**src/source/light_show_pkg.sv**
```systemverilog
package light_show_pkg;

	////////////////////////////////////////////////////////////
	// sizes

	localparam int NUM_LAMPS       = 8;
	localparam int NUM_PATTERNS    = 5;
	localparam int FRAMES_PER_PASS = 8;

	////////////////////////////////////////////////////////////
	// schedule

	localparam logic [4:0] HOUR_ON  = 5'd17; // 5pm
	localparam logic [4:0] HOUR_OFF = 5'd24; // midnight

	localparam logic [5:0] SHOW_END_MIN      = 6'd3;
	localparam logic [5:0] PATTERN_START_MIN = 6'd15;
	localparam logic [5:0] PATTERN_END_MIN   = 6'd50;

	localparam logic [1:0] SHOW_LENGTH = 2'd3; // patterns 1..3 once each

	typedef logic [NUM_LAMPS-1:0] lamp_word_t;

	typedef enum logic [2:0] {
		DIP_AUTO, DIP_P1, DIP_P2, DIP_P3, DIP_P4, DIP_P5, DIP_SHOW, DIP_STEADY
	} dip_code_t;

	typedef enum logic [2:0] {
		SEL_DARK, SEL_P1, SEL_P2, SEL_P3, SEL_P4, SEL_P5, SEL_STEADY
	} light_sel_t;

	typedef enum logic [2:0] {
		SEQ_SETTLE, SEQ_OFF, SEQ_DECIDE, SEQ_PLAY, SEQ_SHOW, SEQ_STEADY
	} seq_state_t;

endpackage

```
**src/source/light_mux.sv**
```systemverilog
module light_mux (
	input  logic                                                 clk,
	input  logic                                                 rst_n,
	input  light_show_pkg::light_sel_t                           sel,
	input  light_show_pkg::lamp_word_t [light_show_pkg::NUM_PATTERNS-1:0] player_lamps,
	output light_show_pkg::lamp_word_t                           led,
	output light_show_pkg::lamp_word_t                           relay_n
);

	import light_show_pkg::*;

	light_sel_t sel_q;

	always_ff @(posedge clk, negedge rst_n) begin
		if (!rst_n)
			sel_q <= SEL_DARK;
		else
			sel_q <= sel;
	end

	always_comb begin
		led = '0;
		if (sel_q == SEL_STEADY) begin
			led = '1; // everything on
		end else begin
			for (int k = 0; k < NUM_PATTERNS; k++) begin
				if (3'(sel_q) == 3'(k + 1))
					led = player_lamps[k];
			end
		end
	end

	assign relay_n = ~led; // relays are active low

endmodule

```
**src/source/light_show_top.sv**
```systemverilog
module light_show_top #(
	parameter int TICKS_PER_SECOND = 50_000_000,
	parameter int STEP_CYCLES      = 5_000_000,
	parameter int SETTLE_STEPS     = 20,
	parameter int START_HOUR       = 17,
	parameter int START_MINUTE     = 10
) (
	input  logic                       clk,
	input  logic                       rst_n,
	input  light_show_pkg::dip_code_t  dip,
	output light_show_pkg::lamp_word_t led,
	output light_show_pkg::lamp_word_t relay_n
);

	import light_show_pkg::*;

	logic [4:0]                    hour;
	logic [5:0]                    minute;
	logic                          step_tick;
	logic [NUM_PATTERNS-1:0]       go;
	logic [NUM_PATTERNS-1:0]       done;
	light_sel_t                    sel;
	lamp_word_t [NUM_PATTERNS-1:0] player_lamps;

	time_of_day #(
		.TICKS_PER_SECOND(TICKS_PER_SECOND),
		.STEP_CYCLES     (STEP_CYCLES),
		.START_HOUR      (START_HOUR),
		.START_MINUTE    (START_MINUTE)
	) u_time (
		.clk      (clk),
		.rst_n    (rst_n),
		.hour     (hour),
		.minute   (minute),
		.step_tick(step_tick)
	);

	show_sequencer #(
		.SETTLE_STEPS(SETTLE_STEPS)
	) u_seq (
		.clk      (clk),
		.rst_n    (rst_n),
		.dip      (dip),
		.hour     (hour),
		.minute   (minute),
		.step_tick(step_tick),
		.done     (done),
		.go       (go),
		.sel      (sel)
	);

	////////////////////////////////////////////////////////////
	// pattern engines 1..5

	for (genvar k = 0; k < NUM_PATTERNS; k++) begin : g_player
		pattern_player #(
			.PATTERN_INDEX(k + 1)
		) u_player (
			.clk      (clk),
			.rst_n    (rst_n),
			.go       (go[k]),
			.step_tick(step_tick),
			.lamps    (player_lamps[k]),
			.done     (done[k])
		);
	end

	light_mux u_mux (
		.clk         (clk),
		.rst_n       (rst_n),
		.sel         (sel),
		.player_lamps(player_lamps),
		.led         (led),
		.relay_n     (relay_n)
	);

endmodule

```
**src/source/pattern_player.sv**
```systemverilog
module pattern_player #(
	parameter int PATTERN_INDEX = 1
) (
	input  logic                       clk,
	input  logic                       rst_n,
	input  logic                       go,
	input  logic                       step_tick,
	output light_show_pkg::lamp_word_t lamps,
	output logic                       done
);

	import light_show_pkg::*;

	localparam int FW     = $clog2(FRAMES_PER_PASS);
	localparam int PERIOD = PATTERN_INDEX + 1; // lamp spacing
	localparam logic [FW-1:0] LAST_FRAME = FW'(FRAMES_PER_PASS - 1);

	logic [FW-1:0] frame;

	// one step tick wide at the end of a pass
	assign done = go && step_tick && (frame == LAST_FRAME);

	always_ff @(posedge clk, negedge rst_n) begin
		if (!rst_n)
			frame <= '0;
		else if (!go)
			frame <= '0; // parked at the first frame
		else if (step_tick)
			frame <= (frame == LAST_FRAME) ? '0 : frame + 1'b1;
	end

	////////////////////////////////////////////////////////////
	// frame to lamp word

	always_comb begin
		for (int j = 0; j < NUM_LAMPS; j++) begin
			// lit when j + frame is a multiple of PERIOD
			lamps[j] = go && (((j + int'(frame)) % PERIOD) == 0);
		end
	end

endmodule

```
**src/source/show_sequencer.sv**
```systemverilog
module show_sequencer #(
	parameter int SETTLE_STEPS = 20
) (
	input  logic                                   clk,
	input  logic                                   rst_n,
	input  light_show_pkg::dip_code_t              dip,
	input  logic [4:0]                             hour,
	input  logic [5:0]                             minute,
	input  logic                                   step_tick,
	input  logic [light_show_pkg::NUM_PATTERNS-1:0] done,
	output logic [light_show_pkg::NUM_PATTERNS-1:0] go,
	output light_show_pkg::light_sel_t             sel
);

	import light_show_pkg::*;

	localparam int SW = $clog2(SETTLE_STEPS + 1);
	localparam logic [SW-1:0] SETTLE_LAST = SW'(SETTLE_STEPS);

	seq_state_t    state;
	logic [SW-1:0] settle_cnt;
	logic [1:0]    show_idx;   // next show pattern counted from 0
	light_sel_t    play_sel;   // pattern held in SEQ_PLAY
	logic          show_play;  // play_sel came from the show
	logic          in_window;
	logic          settled;
	logic          play_done;
	logic          dip_names_play;
	logic [2:0]    play_num;

	assign in_window      = (hour >= HOUR_ON) && (hour < HOUR_OFF);
	assign settled        = (settle_cnt == SETTLE_LAST);
	assign play_num       = 3'(play_sel) - 3'd1;
	assign play_done      = |(done & go);
	assign dip_names_play = (3'(dip) == 3'(play_sel));

	////////////////////////////////////////////////////////////
	// outputs follow the state

	always_comb begin
		go  = '0;
		sel = SEL_DARK;
		if (state == SEQ_PLAY) begin
			go[play_num] = 1'b1; // one hot
			sel          = play_sel;
		end else if (state == SEQ_STEADY) begin
			sel = SEL_STEADY;
		end
	end

	// settle delay counts step ticks only while settling
	always_ff @(posedge clk, negedge rst_n) begin
		if (!rst_n)
			settle_cnt <= '0;
		else if (state != SEQ_SETTLE)
			settle_cnt <= '0;
		else if (step_tick && !settled)
			settle_cnt <= settle_cnt + 1'b1;
	end

	////////////////////////////////////////////////////////////
	// state machine

	always_ff @(posedge clk, negedge rst_n) begin
		if (!rst_n) begin
			state     <= SEQ_SETTLE;
			show_idx  <= '0;
			play_sel  <= SEL_P1;
			show_play <= 1'b0;
		end else if (!in_window) begin
			state    <= SEQ_OFF; // dark outside the evening
			show_idx <= '0;
		end else begin
			case (state)
				SEQ_OFF: begin
					if (hour == HOUR_ON)
						state <= SEQ_SETTLE;
				end
				SEQ_SETTLE: begin
					if (settled) begin
						case (dip)
							DIP_STEADY: state <= SEQ_STEADY;
							DIP_SHOW:   state <= SEQ_SHOW;
							DIP_AUTO:   state <= SEQ_DECIDE;
							default: begin
								play_sel  <= light_sel_t'(dip); // codes line up
								show_play <= 1'b0;
								state     <= SEQ_PLAY;
							end
						endcase
					end
				end
				SEQ_DECIDE: begin
					show_play <= 1'b0;
					if (show_idx != 2'd0) begin
						state <= SEQ_SHOW; // finish a running show first
					end else if (minute >= PATTERN_END_MIN) begin
						play_sel <= SEL_P5;
						state    <= SEQ_PLAY;
					end else if (minute >= PATTERN_START_MIN) begin
						play_sel <= SEL_P4;
						state    <= SEQ_PLAY;
					end else if (minute >= SHOW_END_MIN) begin
						play_sel <= SEL_P5;
						state    <= SEQ_PLAY;
					end else begin
						state <= SEQ_SHOW; // top of the hour
					end
				end
				SEQ_PLAY: begin
					// a pass always completes before leaving
					if (play_done && !dip_names_play) begin
						if ((dip == DIP_AUTO || dip == DIP_SHOW) && show_play) begin
							show_idx <= show_idx + 2'd1;
							state    <= SEQ_DECIDE;
						end else begin
							show_idx <= '0;
							state    <= (dip == DIP_AUTO) ? SEQ_DECIDE : SEQ_SETTLE;
						end
					end
				end
				SEQ_SHOW: begin
					if (show_idx == SHOW_LENGTH) begin
						show_idx <= '0;
						state    <= SEQ_SETTLE;
					end else begin
						play_sel  <= light_sel_t'(3'(show_idx) + 3'd1);
						show_play <= 1'b1;
						state     <= SEQ_PLAY;
					end
				end
				SEQ_STEADY: begin
					if (dip != DIP_STEADY)
						state <= SEQ_SETTLE;
				end
				default: state <= SEQ_SETTLE;
			endcase
		end
	end

endmodule

```
**src/source/time_of_day.sv**
```systemverilog
module time_of_day #(
	parameter int TICKS_PER_SECOND = 50_000_000,
	parameter int STEP_CYCLES      = 5_000_000,
	parameter int START_HOUR       = 17,
	parameter int START_MINUTE     = 10
) (
	input  logic       clk,
	input  logic       rst_n,
	output logic [4:0] hour,
	output logic [5:0] minute,
	output logic       step_tick
);

	localparam int TW = $clog2(TICKS_PER_SECOND + 1);
	localparam int PW = $clog2(STEP_CYCLES + 1);
	localparam logic [TW-1:0] TICK_LAST = TW'(TICKS_PER_SECOND - 1);
	localparam logic [PW-1:0] STEP_LAST = PW'(STEP_CYCLES - 1);

	logic [TW-1:0] tick_cnt;
	logic [PW-1:0] step_cnt;
	logic [5:0]    second;
	logic          sec_tick;
	logic          min_tick;
	logic          hour_tick;

	assign sec_tick  = (tick_cnt == TICK_LAST);
	assign min_tick  = sec_tick && (second == 6'd59);
	assign hour_tick = min_tick && (minute == 6'd59);
	assign step_tick = (step_cnt == STEP_LAST); // one cycle wide

	////////////////////////////////////////////////////////////
	// wall clock

	always_ff @(posedge clk, negedge rst_n) begin
		if (!rst_n) begin
			tick_cnt <= '0;
			second   <= '0;
			minute   <= 6'(START_MINUTE);
			hour     <= 5'(START_HOUR);
		end else begin
			tick_cnt <= sec_tick ? '0 : tick_cnt + 1'b1;
			if (sec_tick)
				second <= (second == 6'd59) ? 6'd0 : second + 6'd1;
			if (min_tick)
				minute <= (minute == 6'd59) ? 6'd0 : minute + 6'd1;
			if (hour_tick)
				hour <= (hour == 5'd23) ? 5'd0 : hour + 5'd1; // wraps at midnight
		end
	end

	// free running frame step prescaler
	always_ff @(posedge clk, negedge rst_n) begin
		if (!rst_n)
			step_cnt <= '0;
		else
			step_cnt <= step_tick ? '0 : step_cnt + 1'b1;
	end

endmodule
```
**config.mk**
```make
export PLATFORM = sky130hd
export DESIGN_NAME = light_show_top
export DESIGN_NICKNAME = d
export VERILOG_FILES = /design/src/source/light_show_pkg.sv /design/src/source/light_mux.sv /design/src/source/light_show_top.sv /design/src/source/pattern_player.sv /design/src/source/show_sequencer.sv /design/src/source/time_of_day.sv
export SDC_FILE = /design/constraint.sdc
export NUM_CORES = 1
export LEC_CHECK = 0
export BUFFER_PORTS_ARGS = -buffer_cell sky130_fd_sc_hd__buf_2
export CAP_MARGIN = 5
export CORE_MARGIN = 3
export CORE_UTILIZATION = 59
export DETAILED_ROUTE_END_ITERATION = 10
export MAX_ROUTING_LAYER = met4
export PLACE_DENSITY = 0.79
export SLEW_MARGIN = 20
export SYNTH_ARGS = -nofsm -noshare
export SYNTH_HDL_FRONTEND = slang
export SYNTH_HIERARCHICAL = 1
export SYNTH_SLANG_ARGS = --single-unit
```
**constraint.sdc**
```tcl
create_clock -name clk -period 5.8 [get_ports clk]
set_input_delay 1.16 -clock clk [delete_from_list [all_inputs] [get_ports clk]]
set_output_delay 1.16 -clock clk [all_outputs]
set_load 0.02 [all_outputs]
```
# After elaboration in Yosys (flattened, before gate mapping)
# Index checks and enable logic that the tools add are counted.
[word_totals]
out_inout_bits = 16
input_bits = 5
regBits = 98
elab_cells = 339
[classes]
n_mux = 64
eq_ne = 44
n_lt_le_gt_ge = 7
n_reduce_logical = 119
div = 24
bitwise_logic = 16
add_sub_neg = 49
[op_table]
columns = ["operator", "n"]
rows = [
  ["$logic_not A32 Y1", 40],
  ["$mod A32 B4 Y32 const B", 14],
  ["$mod A32 B3 Y32 const B", 7],
  ["$mux W3", 34],
  ["$mod A4 B4 Y32 const B", 2],
  ["$logic_and A1 B1 Y1", 57],
  ["$add A3 B3 Y4 const A", 12],
  ["$mux W8", 6],
  ["$eq A3 B3 Y1 const B", 12],
  ["$mod A4 B3 Y32 const B", 1],
  ["$add A26 B1 Y26 const B", 1],
  ["$eq A26 B26 Y1 const B", 1],
  ["$mux W26", 1],
  ["$add A2 B3 Y4 const A", 6],
  ["$add A23 B1 Y23 const B", 1],
  ["$eq A23 B23 Y1 const B", 1],
  ["$mux W23", 1],
  ["$ne A3 B3 Y1 const B", 7],
  ["$mux W5", 4],
  ["$pmux W3 S3", 2],
  ["$pmux W3 S6", 1],
  ["$add A3 B1 Y3 const B", 5],
  ["$eq A5 B5 Y1 const B", 3],
  ["$and A1 B1 Y1 const A", 14],
  ["other kinds (44)", 90],
]

# Depth between registers and ports, before layout
# Gate-level depths: netlist of the first run.
[logic_depth]
depth_word = 14
depth_mapped = 23
mapped_depth_nobuf = 20

# By module
# The synthesis of the first run kept the hierarchy.
[modules_own_cells]
columns = ["mod", "seq_area_each_um2", "area_each_um2", "cells_per_inst", "instances"]
rows = [
  ["time_of_day", 1656.6, 3221.8, 316, 1],
  ["pattern_player (g_player[1].u_player)", 75.1, 2080.7, 298, 1],
  ["pattern_player (g_player[3].u_player)", 75.1, 1829.3, 253, 1],
  ["show_sequencer", 351.6, 1231.2, 155, 1],
  ["pattern_player (g_player[4].u_player)", 75.1, 789.5, 95, 1],
  ["light_mux", 75.1, 575.6, 69, 1],
  ["pattern_player (g_player[2].u_player)", 75.1, 276.5, 27, 1],
  ["pattern_player (g_player[0].u_player)", 75.1, 219.0, 21, 1],
]

# Worst setup path before layout of the first run
# OpenSTA, ideal clock, no wires.
[synth_timing]
path_kind = "register -> output"
start = "register g_player[1].u_player.frame[0]"
end = "output led[7]"
slack_ns = -0.224
path_buffers = 4
path_stages_with_launch = 20
arrival_ns = 4.864
required_time_ns = 4.640
cell_sequence = "dfrtp_1 > clkbuf_1 > clkbuf_1 > buf_1 > inv_1 > ha_1 > clkbuf_1 > inv_2 > ha_1 > nor3b_1 > a22oi_1 > a31oi_1 > xnor2_1 > ha_1 > xor2_1 > or3_1 > a2111oi_2 > o21a_1 > a211oi_2 > a31oi_1"
[synth_rtl]
columns = ["element", "line_no", "rtl"]
rows = [
  ["from (decl)", "pattern_player.sv:18", "logic [FW-1:0] frame;"],
  ["from (signal assigned)", "pattern_player.sv:29", "frame <= (frame == LAST_FRAME) ? '0 : frame + 1'b1;"],
  ["to (decl)", "light_show_top.sv:11", "output light_show_pkg::lamp_word_t led,"],
]

==> flow_summary.ini, run 1 <==
[detailed_routing]
drc_errors = 0
routedWlPerCell_um = 15.5
antenna_left = 0
dr.pass1.iters = 4
vias = 8894
initialDrtViolationCount = 593
via_per_inst = 6.18
drt-total-wl_um = 22300

[power]
p_total_w = 0.00131
irDropWorstVdd_mv = 0.197
p_leak_nw = 4.53
power.density_nw_per_um2 = 123

[die]
dieWidth_um = 138
die-area_um2 = 18900
core-area_um2 = 16800
fp.dieH_um = 138
start_util_pct = 61.0
design.portCount = 21
rows = 47

[final_layout]
area_growth_pct = 4.74
nets = 1336
drive_gt1_share_pct = 11.7
antennaDiodeCount = 0

[synthesis]
ys_seq_area_share_pct = 24.0
ys_ff_latch = 98
synth_area_per_cell_um2 = 8.28
syn_area_um2 = 10200
async_flop_share_pct = 100
yosys_warnings = 6
ys_types = 101
synth_edf_count = 0
syn_inst = 1234
synth-main-ff-cell = dfrtp_1
syn-num-nets = 1357

[clocking]
cts_tree = done
clock_sinks = 98
root_buffer = clkbuf_16
clk_pin_slew_ns = 0.07
clock_latency_ns = 0.35
htree_num_levels = 3
clockBufferDepth = 2
cts_buffers = 9

[global_route]
antenna_found_initial = 0
track_usage_pct = 24.4
grt_max_degree = 59
grt-ovfl-total = 0
grt_pass1_vias = 8031
grt_pass1_wl_um = 37600

[sta]
setup_viol = 0
fin_ws_ns = 0.200
finalHoldViolCount = 0
finalCritPeriodShare_pct = 96.5
finalCriticalPeriod_ns = 5.60
skew_ns = 0.0110
clock.fmax_mhz = 179
worst_pin_slew_ns = 1.05
drv_slew = 0
slew_headroom_pct = 30.0

[run]
cap_violations = 0

[critical_path]
cp-end-kind = output pin
crit_type = flip-flop to output pin
r2r-start = u_time/step_cnt[10]$_DFF_PN0_
cp-startpoint = g_player[1].u_player/frame[2]$_DFFE_PN0P_
r2r_slack_ns = 2.01
critPathMaxFanout = 6
startpoint_type = flip-flop
required_ns = 4.64
arrival_ns = 4.44

[min_path]
hold_start = u_time/tick_cnt[6]$_DFF_PN0_
hold_path_class = flip-flop to flip-flop

[placed_design]
post-place-ws_ns = 0.413
io_buffer_count = 20
post-dp-hpwl_um = 16200
routabilityCongestion = 0.946

[outcome]
status = finished, final reports clean
-- cell families after synthesis --
family          share of synthesized area, %
compound gates                          20.7
buf+inv                                 6.58
flops                                   24.0
simple gates                            24.4
fa+ha+maj                               14.5
xor+xnor                                5.91
mux                                     3.84
-- layout by cell type, fill, tap and decap left out, types with 14 or more instances in the layout --
cell | netlist | final
dfrtp_1 | 93 | 91
nor2b_1 | 22 | 22
inv_1 | 64 | 63
nand2_1 | 106 | 106
mux2i_1 | 28 | 28
nand3_1 | 41 | 41
xor2_1 | 29 | 29
a31oi_1 | 21 | 20
a21oi_1 | 59 | 59
nor2_1 | 104 | 103
and2_1 | 17 | 17
inv_2 | 13 | 14
nor3_1 | 31 | 31
buf_4 | 11 | 18
and3_1 | 17 | 17
buf_2 | 16 | 19
o21ai_0 | 50 | 50
nand4_1 | 22 | 22
ha_1 | 117 | 112
xnor2_1 | 35 | 34
-- synth_stat cells, types with 12 or more instances --
cell / instances / area, µm²
inv_1: 64 / 240
o21ai_0: 50 / 250
nand2_1: 106 / 398
nor2b_1: 22 / 138
xnor2_1: 35 / 307
nand2b_1: 13 / 81.3
and2_1: 17 / 106
mux2i_1: 28 / 280
xor2_1: 29 / 254
nor2_1: 104 / 390
nor4_1: 12 / 75.1
o22ai_1: 13 / 81.3
and3_1: 17 / 106
a31oi_1: 21 / 131
nor3_1: 31 / 155
ha_1: 117 / 1460
clkbuf_1: 32 / 120
nand3_1: 41 / 205
dfrtp_1: 93 / 2330
buf_2: 16 / 80.1
nand4_1: 22 / 138
inv_2: 13 / 48.8
o21a_1: 12 / 90.1
a21oi_1: 59 / 295
a211oi_1: 13 / 97.6
-- layout make-up --
type / count / area, µm²
inverter: 78 / 295
clock buffer: 9 / 225
sequential: 98 / 2460
multi-input combinational: 989 / 7140
fill: 1418 / 6050
tap: 220 / 275
timing repair buffer: 37 / 230
clock inverter: 7 / 76.3
-- layer usage --
layer	share of wire (%)	up-vias	track usage, %
li1	-	4418	-
met1	46	4225	32.1
met2	48	221	39.9
met3	3.5	30	2.52
met4	1.8	0	7.32
met5	0	-	-
-- worst paths after layout --
kind | to | cells past startpoint
hold / removal | u_time/tick_cnt[6]$_DFF_PN0_ | 1
setup reg to reg | u_seq/show_idx[0]$_DFFE_PN0P_ | 10
max in group asynchronous | g_player[3].u_player/frame[1]$_DFFE_PN0P_ | 2
min in group asynchronous | u_seq/show_idx[1]$_DFFE_PN0P_ | 1
hold reg to reg | u_time/tick_cnt[6]$_DFF_PN0_ | 1
setup / recovery | relay_n[5] | 20
-- report_power, final --
part           internal (W)  switching (W)  total [W]
registers          0.000683              0   0.000683
clock network      0.000337       0.000270   0.000608
logic            0.00000394      0.0000180  0.0000220
-- registers in the layout, summed over array words and instances, names as in the netlist --
signal                   cells
u_time/tick_cnt             26
u_time/step_cnt             23
g_player.u_player/frame     15
u_time/minute                6
u_time/second                6
u_seq/settle_cnt             5
u_time/hour                  5
u_mux/sel_q                  3
u_seq/play_sel               3
u_seq/state                  3
u_seq/show_idx               2
u_seq/show_play              1
-- critical path, cell delays in order, from the launching register on --
cell      delay, ns
dfrtp_1        0.38
inv_1          0.14
ha_1           0.19
ha_1           0.22
nor2_4         0.06
inv_2          0.13
ha_2           0.32
or3b_4         0.42
a221oi_4       0.32
xnor2_2        0.17
inv_2          0.06
ha_1           0.20
inv_1          0.08
o21ai_0        0.12
o32a_1         0.37
o21a_1         0.11
a211oi_1       0.18
o21a_1         0.17
a211oi_2       0.06
a31o_1         0.24
buf_2          0.15
-- repair_timing --
item	4_1_cts	5_1_grt
hold buffers	0	0
resized for setup	0	14
setup buffers	0	1
endpoints found under the setup margin	0	7
-- stage by stage --
stage / hold WS [ns] / cells / utilization [%] / TNS [ns] / area (µm²)
after floorplan: 0.439 / 1234 / - / 0 / 10200
after global placement: 0.461 / 1421 / 61.8 / 0 / 10300
after detailed placement: 0.468 / 1421 / 61.8 / 0 / 10300
final: 0.475 / 1438 / 63.9 / 0 / 10700
after CTS: 0.480 / 1437 / 63.6 / 0 / 10700
after global routing: 0.497 / 1438 / 63.9 / -0.0702 / 10700
Power figures use the tool's default switching activity.
==> run 2: changes to the inputs <==
- CORE_UTILIZATION: 59 -> 58
- PLACE_DENSITY: 0.79 -> 0.78
- SYNTH_HIERARCHICAL: 1 -> default
==> run 2 against run 1 <==
Net effect:
- maximum frequency grew 2.2%
- non-clock buffer count shrank 8
- sequential cell count stayed put
- largest cell class unchanged
- sequential power is essentially flat
- largest power group unchanged
- total power is 0.56% lower
- critical endpoint is now relay_n[3]
==> flow_summary.ini, run 2 <==
[sta]
finalSetupTns_ns = 0
drv_slew = 0
finalCritPeriodShare_pct = 94.5
finalHoldViolCount = 0
worst_pin_slew_ns = 1.02
holdWs_ns = 0.487
rsz0062_at_grt = false
finalCriticalPeriod_ns = 5.48
slew_headroom_pct = 31.0
clock.fmax_mhz = 182
skew_ns = 0.0117
setup_viol = 0

[synthesis]
synth_area_per_cell_um2 = 8.23
synth-main-ff-cell = dfrtp_1
yosys.area.top_type_share_pct = 25.6
syn_inst = 1105
ys_ff_latch = 98
ys_types = 85
synth_edf_count = 0
synth_top_cell_by_area = dfrtp_1
syn_area_um2 = 9090
syn-num-nets = 1228
yosys_warnings = 0
synthTopCellsByCount = 117 x ha_1, 99 x nor2_1, 98 x nand2_1
synth_area_leaders = dfrtp_1 26%, ha_1 16%, xnor2_1 4.2%, nor2_1 4.1%, a21oi_1 4.1%
async_flop_share_pct = 100
ys_seq_area_share_pct = 27.0
yosysMostFrequentCell = ha_1

[final_layout]
largest_reg_flops = 26
layout_commonest_cell = ha_1
antennaDiodeCount = 0
layout_common_cells = 116 x ha_1, 99 x nor2_1, 98 x nand2_1
nets = 1226
drive_gt1_share_pct = 6.95
top_register = u_time.tick_cnt
reg.largest.list = u_time.tick_cnt: 26 flops, u_time.step_cnt: 23 flops, g_player.u_player.frame: 15 flops
area_growth_pct = 6.32

[critical_path]
critPathMaxFanout = 10
arrival_ns = 4.32
cp-end-kind = output pin
r2r-start = u_seq.play_sel[0]$_DFFE_PN1P_
required_ns = 4.64
crit_type = flip-flop to output pin
startpoint_type = flip-flop
cp-startpoint = g_player[3].u_player.frame[1]$_DFFE_PN0P_

[global_route]
track_usage_pct = 23.2
antenna_found_initial = 0
grt_pass1_vias = 7455
grt_max_degree = 61
grt_pass1_wl_um = 33700
grt-ovfl-total = 0

[detailed_routing]
dr.pass1.iters = 5
routedWlPerCell_um = 15.1
antenna_left = 0
vias = 7920
initialDrtViolationCount = 535
drc_errors = 0
via_per_inst = 6.00
drt-total-wl_um = 19900

[clocking]
cts_tree = done
htree_num_levels = 3
hold_buffers = 0
cts_resized = 0
postCtsSetupBuffers = 0
root_buffer = clkbuf_16
clock_sinks = 98
clk_pin_slew_ns = 0.07
cts_buffers = 9
clock_latency_ns = 0.34
clockBufferDepth = 2

[die]
start_util_pct = 59.6
rows = 45
design.portCount = 21
dieWidth_um = 131
fp.dieH_um = 131
die-area_um2 = 17200
core-area_um2 = 15300

[min_path]
hold_path_class = flip-flop to flip-flop
hold_start = u_time.step_cnt[4]$_DFF_PN0_

[placed_design]
routabilityCongestion = 0.933
io_buffer_count = 20
post-dp-hpwl_um = 14600

[run]
cap_violations = 0

[outcome]
status = finished, final reports clean

[power]
irDropWorstVdd_mv = 0.155
power.density_nw_per_um2 = 135
p_leak_nw = 4.19
## run 2: worst max-delay path: stages (launching register included)
cell and delay (ns):
dfrtp_1 0.38, inv_1 0.05, buf_4 0.16, ha_1 0.27, inv_1 0.10, ha_1 0.46
inv_1 0.16, ha_1 0.26, nor3_1 0.29, nor2_1 0.10, xnor2_1 0.15, ha_1 0.26
o21ai_0 0.07, nor3_1 0.06, a311o_1 0.33, a41o_1 0.27, nor3_1 0.27, o31a_1 0.18
buf_2 0.16
## run 2: worst paths after layout
| path | cells after the start | slack (ns) | endpoint |
|---|---|---|---|
| setup / recovery | 18 | 0.32 | relay_n[3] |
| hold / removal | 1 | 0.49 | u_time.step_cnt[4]$_DFF_PN0_ |
| setup reg to reg | 9 | 2.90 | u_seq.show_idx[1]$_DFFE_PN0P_ |
| hold reg to reg | 1 | 0.49 | u_time.step_cnt[4]$_DFF_PN0_ |
| max in group asynchronous | 2 | 3.85 | g_player[1].u_player.frame[2]$_DFFE_PN0P_ |
| min in group asynchronous | 1 | 0.77 | u_time.tick_cnt[5]$_DFF_PN0_ |
## run 2: stage by stage
stage | setup WS [ns] | cells | power [W] | instance area (µm²) | util [%]
after floorplan | 0.511 | 1105 | 0.000700 | 9090 | -
after global placement | 0.796 | 1303 | 0.000717 | 9360 | 61.3
after detailed placement | 0.647 | 1303 | 0.000717 | 9360 | 61.3
after CTS | 0.259 | 1319 | 0.00132 | 9660 | 63.3
after global routing | 0.0515 | 1319 | 0.00135 | 9660 | 63.3
final | 0.320 | 1319 | 0.00131 | 9660 | 63.3
## run 2: report_power, final
part | internal (W) | total [W] | switching [W]
Clock | 0.000340 | 0.000602 | 0.000262
Sequential | 0.000683 | 0.000683 | 0
Combinational | 0.00000358 | 0.0000200 | 0.0000164
## run 2: per-layer routing
layer,vias up,share of wire (%),track usage (%)
li1,3989,-,-
met1,3756,48,29.4
met2,149,48,39.0
met3,26,2.9,3.06
met4,0,1.9,7.12
met5,-,0,-
## run 2: final cells by class
type,instances,area [µm²]
multi-input cells,892,6190
repair buffers,29,170
clock buffers,10,229
inverters,73,274
clock inverters,6,73.8
fillers,1288,5590
flip-flops and latches,98,2460
well taps,211,264
## run 2: cells by family (layout without fill, tap and decap cells)
| family | count (synthesis) | after routing | synth area share, % |
|---|---|---|---|
| compound gates | 267 | 267 | 19.2 |
| simple gates | 416 | 416 | 23.4 |
| flops | 98 | 98 | 27.0 |
| xor+xnor | 76 | 76 | 7.32 |
| fa+ha+maj | 119 | 119 | 16.4 |
| mux | 14 | 14 | 1.64 |
| buf+inv | 115 | 118 | 4.91 |
